`config.mk`:
```
export PLATFORM = sky130hd
export DESIGN_NAME = mrdma_req_top
export DESIGN_NICKNAME = d
export VERILOG_FILES = /design/src/mrdma_req_pkg.sv /design/src/mrdma_req_top.sv /design/src/mrdma_req_issue.sv /design/src/mrdma_cube_walker.sv /design/src/mrdma_cfg_decode.sv
export VERILOG_INCLUDE_DIRS = /design/src
export SDC_FILE = /design/constraint.sdc
export NUM_CORES = 1
export LEC_CHECK = 0
export BUFFER_PORTS_ARGS = -buffer_cell sky130_fd_sc_hd__clkbuf_2
export CAP_MARGIN = 0
export CELL_PAD_IN_SITES_DETAIL_PLACEMENT = 1
export CELL_PAD_IN_SITES_GLOBAL_PLACEMENT = 2
export CORE_ASPECT_RATIO = 1.75
export CORE_MARGIN = 5
export CORE_UTILIZATION = 32
export CTS_BUF_LIST = sky130_fd_sc_hd__clkbuf_8
export DETAILED_ROUTE_END_ITERATION = 7
export PLACE_DENSITY_LB_ADDON = 0.1
export SYNTH_ARGS = -nofsm -noshare
export SYNTH_HDL_FRONTEND = slang
export SYNTH_SLANG_ARGS = --single-unit
export TNS_END_PERCENT = 100
```
`constraint.sdc`:
```
create_clock -name nvdla_core_clk -period 2.9 [get_ports nvdla_core_clk]
set_input_delay 0.29 -clock nvdla_core_clk [delete_from_list [all_inputs] [get_ports nvdla_core_clk]]
set_output_delay 0.29 -clock nvdla_core_clk [all_outputs]
set_load 0.05 [all_outputs]
```
`src/mrdma_req_params.svh`:
```
`ifndef MRDMA_REQ_PARAMS_SVH
`define MRDMA_REQ_PARAMS_SVH

// ==================================================
// address widths
// ==================================================

// byte address on the memory request
`define MRDMA_ADDR_WIDTH 32
// one atom is 32 bytes
`define MRDMA_ATOM_SHIFT 5
// address in atom units
`define MRDMA_ATOM_ADDR_WIDTH 27

// ==================================================
// cube and request fields
// ==================================================

// width height and channel registers
`define MRDMA_DIM_WIDTH 13
`define MRDMA_SURF_WIDTH 9
`define MRDMA_SIZE_WIDTH 15

// in_precision codes
`define MRDMA_PREC_INT8 0
`define MRDMA_PREC_INT16 1

`endif
```
`src/mrdma_req_pkg.sv`:
```
`default_nettype none

`include "mrdma_req_params.svh"

package mrdma_req_pkg;

  // ==================================================
  // register side
  // ==================================================

  // all dimensions hold value minus one
  typedef struct packed {
    logic [`MRDMA_ATOM_ADDR_WIDTH-1:0] base_addr;
    // strides count atoms
    logic [`MRDMA_ATOM_ADDR_WIDTH-1:0] line_stride;
    logic [`MRDMA_ATOM_ADDR_WIDTH-1:0] surf_stride;
    logic [`MRDMA_DIM_WIDTH-1:0]       width;
    logic [`MRDMA_DIM_WIDTH-1:0]       height;
    logic [`MRDMA_DIM_WIDTH-1:0]       channel;
    logic [1:0]                        in_precision;
    logic                              ram_type;
    logic                              perf_en;
  } mrdma_reg_cfg_t;

  // decoded operation mode
  typedef struct packed {
    logic                         mode_1x1_pack;
    // number of surfaces minus one
    logic [`MRDMA_SURF_WIDTH-1:0] surf_count;
  } mrdma_op_cfg_t;

  // ==================================================
  // request side
  // ==================================================

  // low atom bits of addr are always zero
  typedef struct packed {
    logic [`MRDMA_ADDR_WIDTH-1:0] addr;
    logic [`MRDMA_SIZE_WIDTH-1:0] size;
  } mrdma_dma_req_t;

  // one entry per request for the return path
  typedef struct packed {
    logic [`MRDMA_DIM_WIDTH-1:0] size;
    logic                        cube_end;
  } mrdma_cq_entry_t;

endpackage

`default_nettype wire

```
`src/mrdma_req_top.sv`:
```
`timescale 1ns/1ps
`default_nettype none

`include "mrdma_req_params.svh"

module mrdma_req_top
  import mrdma_req_pkg::*;
(
  input  wire                 nvdla_core_clk,
  input  wire                 nvdla_core_rstn,
  input  wire                 op_load,
  input  wire mrdma_reg_cfg_t reg_cfg,
  output mrdma_dma_req_t      dma_rd_req,
  output logic                dma_rd_req_ram_type,
  output logic                dma_rd_req_vld,
  input  wire                 dma_rd_req_rdy,
  output mrdma_cq_entry_t     cq_entry,
  output logic                cq_vld,
  input  wire                 cq_rdy,
  output logic [31:0]         mrdma_stall
);

  mrdma_op_cfg_t                     op_cfg;
  logic                              active;
  logic                              accept;
  logic [`MRDMA_ATOM_ADDR_WIDTH-1:0] req_atom_addr;
  logic [`MRDMA_SIZE_WIDTH-1:0]      req_size;
  logic                              cube_end;

  // ==================================================
  // decode then walk then issue
  // ==================================================

  mrdma_cfg_decode u_cfg_decode (
    .nvdla_core_clk  (nvdla_core_clk),
    .nvdla_core_rstn (nvdla_core_rstn),
    .op_load         (op_load),
    .reg_cfg         (reg_cfg),
    .accept          (accept),
    .cube_end        (cube_end),
    .op_cfg          (op_cfg),
    .active          (active)
  );

  // address and size of the request on offer
  mrdma_cube_walker u_cube_walker (
    .nvdla_core_clk  (nvdla_core_clk),
    .nvdla_core_rstn (nvdla_core_rstn),
    .op_load         (op_load),
    .reg_cfg         (reg_cfg),
    .op_cfg          (op_cfg),
    .accept          (accept),
    .req_atom_addr   (req_atom_addr),
    .req_size        (req_size),
    .cube_end        (cube_end)
  );

  mrdma_req_issue u_req_issue (
    .nvdla_core_clk      (nvdla_core_clk),
    .nvdla_core_rstn     (nvdla_core_rstn),
    .op_load             (op_load),
    .reg_cfg             (reg_cfg),
    .active              (active),
    .req_atom_addr       (req_atom_addr),
    .req_size            (req_size),
    .cube_end            (cube_end),
    .dma_rd_req_rdy      (dma_rd_req_rdy),
    .cq_rdy              (cq_rdy),
    .accept              (accept),
    .dma_rd_req          (dma_rd_req),
    .dma_rd_req_ram_type (dma_rd_req_ram_type),
    .dma_rd_req_vld      (dma_rd_req_vld),
    .cq_entry            (cq_entry),
    .cq_vld              (cq_vld),
    .mrdma_stall         (mrdma_stall)
  );

endmodule

`default_nettype wire

```
`src/mrdma_req_issue.sv`:
```
`timescale 1ns/1ps
`default_nettype none

`include "mrdma_req_params.svh"

module mrdma_req_issue
  import mrdma_req_pkg::*;
(
  input  wire                                nvdla_core_clk,
  input  wire                                nvdla_core_rstn,
  input  wire                                op_load,
  input  wire mrdma_reg_cfg_t                reg_cfg,
  input  wire                                active,
  input  wire [`MRDMA_ATOM_ADDR_WIDTH-1:0]   req_atom_addr,
  input  wire [`MRDMA_SIZE_WIDTH-1:0]        req_size,
  input  wire                                cube_end,
  input  wire                                dma_rd_req_rdy,
  input  wire                                cq_rdy,
  output logic                               accept,
  output mrdma_dma_req_t                     dma_rd_req,
  output logic                               dma_rd_req_ram_type,
  output logic                               dma_rd_req_vld,
  output mrdma_cq_entry_t                    cq_entry,
  output logic                               cq_vld,
  output logic [31:0]                        mrdma_stall
);

  logic stall_cen;
  logic stall_inc;

  // ==================================================
  // joint handshake
  // ==================================================

  // each valid waits for the other side's ready
  // so dma and cq take the request in the same cycle
  assign dma_rd_req_vld = active && cq_rdy;
  assign cq_vld         = active && dma_rd_req_rdy;
  assign accept         = dma_rd_req_vld && dma_rd_req_rdy;

  // atom address back to bytes
  assign dma_rd_req.addr      = {req_atom_addr, {`MRDMA_ATOM_SHIFT{1'b0}}};
  assign dma_rd_req.size      = req_size;
  assign dma_rd_req_ram_type  = reg_cfg.ram_type;

  // context queue keeps the size for the return path
  assign cq_entry.size     = req_size[`MRDMA_DIM_WIDTH-1:0];
  assign cq_entry.cube_end = cube_end;

  // ==================================================
  // stall counter
  // ==================================================

  // request offered but memory side not ready
  assign stall_inc = dma_rd_req_vld && !dma_rd_req_rdy;

  // enable sampled per operation
  always_ff @(posedge nvdla_core_clk or negedge nvdla_core_rstn) begin
    if (!nvdla_core_rstn) begin
      stall_cen <= 1'b0;
    end else if (op_load) begin
      stall_cen <= reg_cfg.perf_en;
    end
  end

  always_ff @(posedge nvdla_core_clk or negedge nvdla_core_rstn) begin
    if (!nvdla_core_rstn) begin
      mrdma_stall <= '0;
    end else if (op_load) begin
      mrdma_stall <= '0;
    end else if (stall_cen && stall_inc) begin
      mrdma_stall <= mrdma_stall + 1'b1;
    end
  end

endmodule

`default_nettype wire

```
`src/mrdma_cube_walker.sv`:
```
`timescale 1ns/1ps
`default_nettype none

`include "mrdma_req_params.svh"

module mrdma_cube_walker
  import mrdma_req_pkg::*;
(
  input  wire                                nvdla_core_clk,
  input  wire                                nvdla_core_rstn,
  input  wire                                op_load,
  input  wire mrdma_reg_cfg_t                reg_cfg,
  input  wire mrdma_op_cfg_t                 op_cfg,
  input  wire                                accept,
  output logic [`MRDMA_ATOM_ADDR_WIDTH-1:0]  req_atom_addr,
  output logic [`MRDMA_SIZE_WIDTH-1:0]       req_size,
  output logic                               cube_end
);

  // line index inside the current surface
  logic [`MRDMA_DIM_WIDTH-1:0]       count_h;
  // surface index inside the cube
  logic [`MRDMA_SURF_WIDTH-1:0]      count_c;
  logic [`MRDMA_ATOM_ADDR_WIDTH-1:0] base_addr_line;
  logic [`MRDMA_ATOM_ADDR_WIDTH-1:0] base_addr_surf;
  logic [`MRDMA_ATOM_ADDR_WIDTH-1:0] next_surf_addr;
  logic                              is_last_h;
  logic                              is_last_c;
  logic                              is_surf_end;

  // ==================================================
  // cube shape
  // ==================================================

  assign is_last_h = (count_h == reg_cfg.height);
  assign is_last_c = (count_c == op_cfg.surf_count);

  // every request covers a full line
  // so each accept is a line end
  assign is_surf_end = op_cfg.mode_1x1_pack || is_last_h;
  assign cube_end    = is_surf_end && (op_cfg.mode_1x1_pack || is_last_c);

  // line counter
  always_ff @(posedge nvdla_core_clk or negedge nvdla_core_rstn) begin
    if (!nvdla_core_rstn) begin
      count_h <= '0;
    end else if (op_load) begin
      count_h <= '0;
    end else if (accept) begin
      if (is_surf_end) begin
        count_h <= '0;
      end else begin
        count_h <= count_h + 1'b1;
      end
    end
  end

  // surface counter
  // wraps to zero at the cube end
  always_ff @(posedge nvdla_core_clk or negedge nvdla_core_rstn) begin
    if (!nvdla_core_rstn) begin
      count_c <= '0;
    end else if (op_load) begin
      count_c <= '0;
    end else if (accept) begin
      if (cube_end) begin
        count_c <= '0;
      end else if (is_surf_end) begin
        count_c <= count_c + 1'b1;
      end
    end
  end

  // ==================================================
  // address walk
  // ==================================================

  // start of the following surface
  assign next_surf_addr = base_addr_surf + reg_cfg.surf_stride;

  always_ff @(posedge nvdla_core_clk or negedge nvdla_core_rstn) begin
    if (!nvdla_core_rstn) begin
      base_addr_line <= '0;
      base_addr_surf <= '0;
    end else if (op_load) begin
      base_addr_line <= reg_cfg.base_addr;
      base_addr_surf <= reg_cfg.base_addr;
    end else if (accept) begin
      if (is_surf_end) begin
        // first line of the new surface
        base_addr_line <= next_surf_addr;
        base_addr_surf <= next_surf_addr;
      end else begin
        base_addr_line <= base_addr_line + reg_cfg.line_stride;
      end
    end
  end

  assign req_atom_addr = base_addr_line;

  // ==================================================
  // request size
  // ==================================================

  // 1x1 pack reads all surfaces in one go
  always_comb begin
    if (op_cfg.mode_1x1_pack) begin
      req_size = {{(`MRDMA_SIZE_WIDTH-`MRDMA_SURF_WIDTH){1'b0}}, op_cfg.surf_count};
    end else begin
      req_size = {{(`MRDMA_SIZE_WIDTH-`MRDMA_DIM_WIDTH){1'b0}}, reg_cfg.width};
    end
  end

endmodule

`default_nettype wire

```
`src/mrdma_cfg_decode.sv`:
```
`timescale 1ns/1ps
`default_nettype none

`include "mrdma_req_params.svh"

module mrdma_cfg_decode
  import mrdma_req_pkg::*;
(
  input  wire                 nvdla_core_clk,
  input  wire                 nvdla_core_rstn,
  input  wire                 op_load,
  input  wire mrdma_reg_cfg_t reg_cfg,
  input  wire                 accept,
  input  wire                 cube_end,
  output mrdma_op_cfg_t       op_cfg,
  output logic                active
);

  // ==================================================
  // mode decode
  // ==================================================

  always_comb begin
    // whole cube is one line of one pixel
    op_cfg.mode_1x1_pack = (reg_cfg.width == '0) && (reg_cfg.height == '0);
    // surfaces in channel direction
    case (reg_cfg.in_precision)
      `MRDMA_PREC_INT8: begin
        // 32 channels per surface
        op_cfg.surf_count = {1'b0, reg_cfg.channel[`MRDMA_DIM_WIDTH-1:`MRDMA_ATOM_SHIFT]};
      end
      `MRDMA_PREC_INT16: begin
        // 16 channels per surface
        op_cfg.surf_count = reg_cfg.channel[`MRDMA_DIM_WIDTH-1:`MRDMA_ATOM_SHIFT-1];
      end
      default: begin
        // unknown codes walk like int16
        op_cfg.surf_count = reg_cfg.channel[`MRDMA_DIM_WIDTH-1:`MRDMA_ATOM_SHIFT-1];
      end
    endcase
  end

  // ==================================================
  // operation active
  // ==================================================

  // set at op_load and dropped after the last request goes out
  always_ff @(posedge nvdla_core_clk or negedge nvdla_core_rstn) begin
    if (!nvdla_core_rstn) begin
      active <= 1'b0;
    end else if (op_load) begin
      active <= 1'b1;
    end else if (accept && cube_end) begin
      active <= 1'b0;
    end
  end

endmodule

`default_nettype wire

```
Yosys cells after proc, flatten, opt, wreduce, memory -nomap -nowiden
Cells that the tools add are included.

word-level totals
  register bits after elaboration = 110
  latch bits = 0
  RAM bits = 0
  bits in read-only memories = 0
  input bits = 129
  output and inout port bits = 96
  memories kept = 0

operators by class
  add/subtract/negate cells = 5
  multipliers = 0
  div/mod/pow operators = 0
  $lt $le $gt $ge = 0
  equal/unequal tests = 2
  shift-type cells = 0
  multiplexer cells = 19
  bitwise operators = 0
  reduce and logical (&&, ||, !) cells = 21

operators by type and width
  cell                                                              count
  27-bit two-way mux                                                6
  32-bit two-way mux                                                2
  27-bit adder                                                      2
  13-bit two-way mux                                                4
  9-bit two-way mux                                                 5
  32-bit by 1-bit adder with 32-bit output (second input constant)  1
  13-bit zero test                                                  2
  13-bit by 1-bit adder with 13-bit output (second input constant)  1
  13-bit equality test                                              1
  9-bit by 1-bit adder with 9-bit output (second input constant)    1
  9-bit equality test                                               1
  1-bit logical AND                                                 8
  2-bit nonzero test                                                4
  2-bit AND reduction                                               2
  3-bit nonzero test                                                1
  2-bit zero test                                                   1
  1-bit logical OR                                                  2
  1-bit two-way mux                                                 2
  1-bit zero test                                                   1

Logic depth before layout (Yosys ltp)
  depth after elaboration = 8
  depth in mapped cells = 12

Cells and area by module
From an unflattened synthesis, not the netlist that was laid out.

second synthesis, totals
  cell total of the unflattened synthesis = 1,126
  area total of the unflattened synthesis = 9,394.0 um2

by module, submodules not included
  module             times used  cells an instance  area an instance (um2)
  mrdma_cube_walker  1           852                6,934.2
  mrdma_req_issue    1           251                2,257.2
  mrdma_cfg_decode   1           23                 202.7

Least setup slack after synthesis
No wires, ideal clock.

  path kind = register to register
  start point = register u_cube_walker.base_addr_line[0], in the netlist u_cube_walker.req_atom_addr[0]
  end point = register u_cube_walker.base_addr_line[26], in the netlist u_cube_walker.req_atom_addr[26]
  setup time = 129 ps
  arrival time = 2,720 ps
  data required time = 2,771 ps
  path slack = 51 ps
  stages on the path, launching flop included = 13
  period minus slack after synthesis = 2,849 ps
  cells stage by stage = dfrtp_1 ha_1 inv_1 fa_1 nand2b_1 a21oi_1 nor2_1 o21ai_1 a21o_1 o221ai_1 xnor2_1 mux2i_1 o22ai_1

on the way
  word-level cells in the longest chain between the ends = 4

RTL lines
  item                      line                     RTL
  start: declaration        mrdma_cube_walker.sv:24  logic [`MRDMA_ATOM_ADDR_WIDTH-1:0] base_addr_line;
  start signal: assignment  mrdma_cube_walker.sv:86  base_addr_line <= reg_cfg.base_addr;
  start signal: assignment  mrdma_cube_walker.sv:91  base_addr_line <= next_surf_addr;
  start signal: assignment  mrdma_cube_walker.sv:94  base_addr_line <= base_addr_line + reg_cfg.line_stride;
  27-bit adder              mrdma_cube_walker.sv:94
  27-bit two-way mux        mrdma_cube_walker.sv:89  if (is_surf_end) begin
  27-bit two-way mux        mrdma_cube_walker.sv:88  end else if (accept) begin
  27-bit two-way mux        mrdma_cube_walker.sv:85  end else if (op_load) begin

No other way between the ends. The select of a mux whose other input is x is not followed.
A chain may end at the register's enable or synchronous reset.

Final worst setup path
  start point = register u_cube_walker.base_addr_surf[10]
  end point = register u_cube_walker.base_addr_line[21], in the netlist u_cube_walker.req_atom_addr[21]

on the way
  word-level cells in the longest chain between the ends = 4

RTL lines
  item                      line                     RTL
  start: declaration        mrdma_cube_walker.sv:25  logic [`MRDMA_ATOM_ADDR_WIDTH-1:0] base_addr_surf;
  start signal: assignment  mrdma_cube_walker.sv:87  base_addr_surf <= reg_cfg.base_addr;
  start signal: assignment  mrdma_cube_walker.sv:92  base_addr_surf <= next_surf_addr;
  27-bit adder              mrdma_cube_walker.sv:79  assign next_surf_addr = base_addr_surf + reg_cfg.surf_stride;
  27-bit two-way mux        mrdma_cube_walker.sv:89
  27-bit two-way mux        mrdma_cube_walker.sv:88
  27-bit two-way mux        mrdma_cube_walker.sv:85

No other way between the ends. The select of a mux whose other input is x is not followed.

==> out/metrics.cfg <==
[grt]
grt_max_degree=73
grt_pass1_wl_um=49300
antenna_found_initial=1
overflow=0
grt_pass1_vias=9197
groute.usage.overall=0.202

[worst_hold_path]
hold_path_class=in2reg

[layout]
layout_common_cells=clkbuf_2 (208), nand2_1 (113), dfrtp_1 (108)
layout_commonest_cell=clkbuf_2
syn2layout_area_growth_pct=24.2
finalNetCount=1450
fillers=3322
fin_util=0.404
layout-drive-gt1-share=0.270

[detailed_routing]
ant_nets=0
finalWirelength_um=31300
via_count=8436
vias_per_cell=5.29
drc=0
wire_per_inst_um=19.6
drtIter0Drc=233
first_pass_iters=4

[timing]
post-route-min-period_ns=2.78
setup_viol=0
rsz0062_at_grt=yes
worst_slack_ns=0.124
setup_tns_ns=0
fmax_ghz=0.360
slew_violations=0
worstMarginPinSlew_ns=0.872
clock_skew_ns=0.0183
maxSlewHeadroom=0.417
finalCritPeriodShare=0.957
hold_violations=0
fin_hold_ws_ns=0.122

[setup_path]
worst-setup-path-type=reg2reg
worst-path-max-fanout=2
start_kind=register
arrival_ns=3.09
critPathRequiredTime_ns=3.21
cp-end-kind=register

[clock_network]
clk_latency_ns=0.40
cts_buffers=9
clock-root-buffer=clkbuf_8
cts.path.max_buffers=2
clock-sinks=110
clk_pin_slew_ns=0.12
htreeDepth=3
cts_tree=built

[logic_synthesis]
synthTopCellsByArea=dfrtp_1 (32%), ha_1 (7.9%), xor2_1 (5.2%)
synthesis.area_sq_um=8680
synth_warnings=0
synth_cell_types=69
synth_top_area_frac=0.317
avgSynthCellArea_sq_um=8.40
yosysSeqAreaShare=0.317
ys_async_sr_fraction=1.00
syn-instance-count=1034
synth_top_cell_by_area=dfrtp_1
synth-edff-count=0
ys.flop_type=dfrtp_1
yosys_register_bits=110

[power]
peakVddDrop_v=0.000247
power_density_nw_per_um2=534
leakage_uw=0.00512
total_power_uw=5760

[placement]
dp_hpwl_um=25500
dp_slack_ns=-0.0106
gp_congestion=0.893
port_buffers=211

[die]
die_h_um=228
die_area_sq_um=30700
floorplan.rows=79
start_util=0.325
coreArea_sq_um=26700
ioPinCount=225
die_x_um=135

[job]
cap_viol_max_count=0

[status]
status=finished, final reports clean

through the flow:
stage | cell area, sq um | std cells
finish | 10800 | 1594
global route | 10800 | 1593
CTS | 10600 | 1588
detailed placement | 10300 | 1571
global placement | 10300 | 1571
floorplan | 8710 | 1040
report_power, final:
group | internal (uW) | leakage, uW | total [uW] | switching (uW)
clock | 448 | 0.000107 | 1030 | 586
combinational | 1160 | 0.00361 | 2910 | 1760
sequential | 1680 | 0.00140 | 1820 | 136
total | 3290 | 0.00512 | 5760 | 2480
path summary, 6_finish.rpt:
path	start	end	slack [ns]	cells after the start
worst max-delay path	u_cube_walker.base_addr_surf[10]	u_cube_walker.req_atom_addr[21]	0.12	12
worst min-delay path	reg_cfg[0]	u_req_issue.stall_cen	0.12	2
worst max register to register	u_cube_walker.base_addr_surf[10]	u_cube_walker.req_atom_addr[21]	0.12	12
worst min register to register	u_cube_walker.base_addr_surf[12]	u_cube_walker.base_addr_surf[12]	0.50	2
max in group asynchronous	nvdla_core_rstn	u_cube_walker.base_addr_surf[15]	1.90	3
min in group asynchronous	nvdla_core_rstn	u_req_issue.mrdma_stall[16]	0.28	2
what timing repair did:
item,CTS,global route
buffers inserted,0,5
hold buffers,1,0
hold endpoints to repair,14,0
pin swaps,0,17
setup endpoints to repair,6,24
resized for setup,4,37
final cells by class:
type                    count  area [sq um]  share of cell area
diodes                      1          2.50            0.000232
well taps                 324           405              0.0376
flip-flops and latches    110          2760               0.255
multi-input cells         844          5720               0.531
inverters                  20          75.1             0.00696
clock inverters             5          58.8             0.00545
repair buffers            279          1610               0.150
clock buffers              11           151              0.0140
critical path, cell delays in order (launching register included):
cell and delay (ns):
dfrtp_1 0.44, ha_4 0.23, a21o_1 0.17, a211o_1 0.31, a41oi_4 0.23, a2111oi_2 0.11, buf_4 0.15, or3_4 0.34
a31oi_2 0.19, xnor2_1 0.13, buf_4 0.14, mux2i_1 0.06, a22oi_1 0.18
cell usage after synthesis, types with 15 or more instances:
| cell | instances |
|---|---|
| nand3_1 | 28 |
| xnor2_1 | 51 |
| buf_4 | 26 |
| a31oi_1 | 15 |
| o21ai_0 | 75 |
| nand2_1 | 113 |
| and3_1 | 21 |
| nor2_1 | 101 |
| dfrtp_1 | 110 |
| o21bai_1 | 16 |
| a21o_1 | 19 |
| clkbuf_1 | 32 |
| nand4_1 | 16 |
| ha_1 | 55 |
| a21oi_1 | 71 |
| xor2_1 | 52 |
| o211ai_1 | 15 |
| inv_1 | 19 |
| mux2i_1 | 27 |
layer usage:
metal,vias up,GRT usage,wire (um)
li1,4137,-,-
met1,4152,0.215,11900
met2,123,0.404,18100
met3,24,0.0284,816
met4,0,0.0506,546
met5,-,0,0
cell families after synthesis:
| family | share of synthesized area |
|---|---|
| compound gates | 0.217 |
| other cells | 0.000432 |
| buf+inv | 0.0503 |
| mux | 0.0324 |
| fa+ha+maj | 0.0839 |
| flops | 0.317 |
| xor+xnor | 0.106 |
| simple gates | 0.193 |
registers in the layout (all words and copies together) (netlist names):
name	flops
u_cube_walker.count_c	9
u_cfg_decode.active	1
u_cube_walker.count_h	13
u_cube_walker.base_addr_surf	27
u_req_issue.stall_cen	1
u_req_issue.mrdma_stall	32
u_cube_walker.req_atom_addr	27
Power figures use the tool's default switching activity.
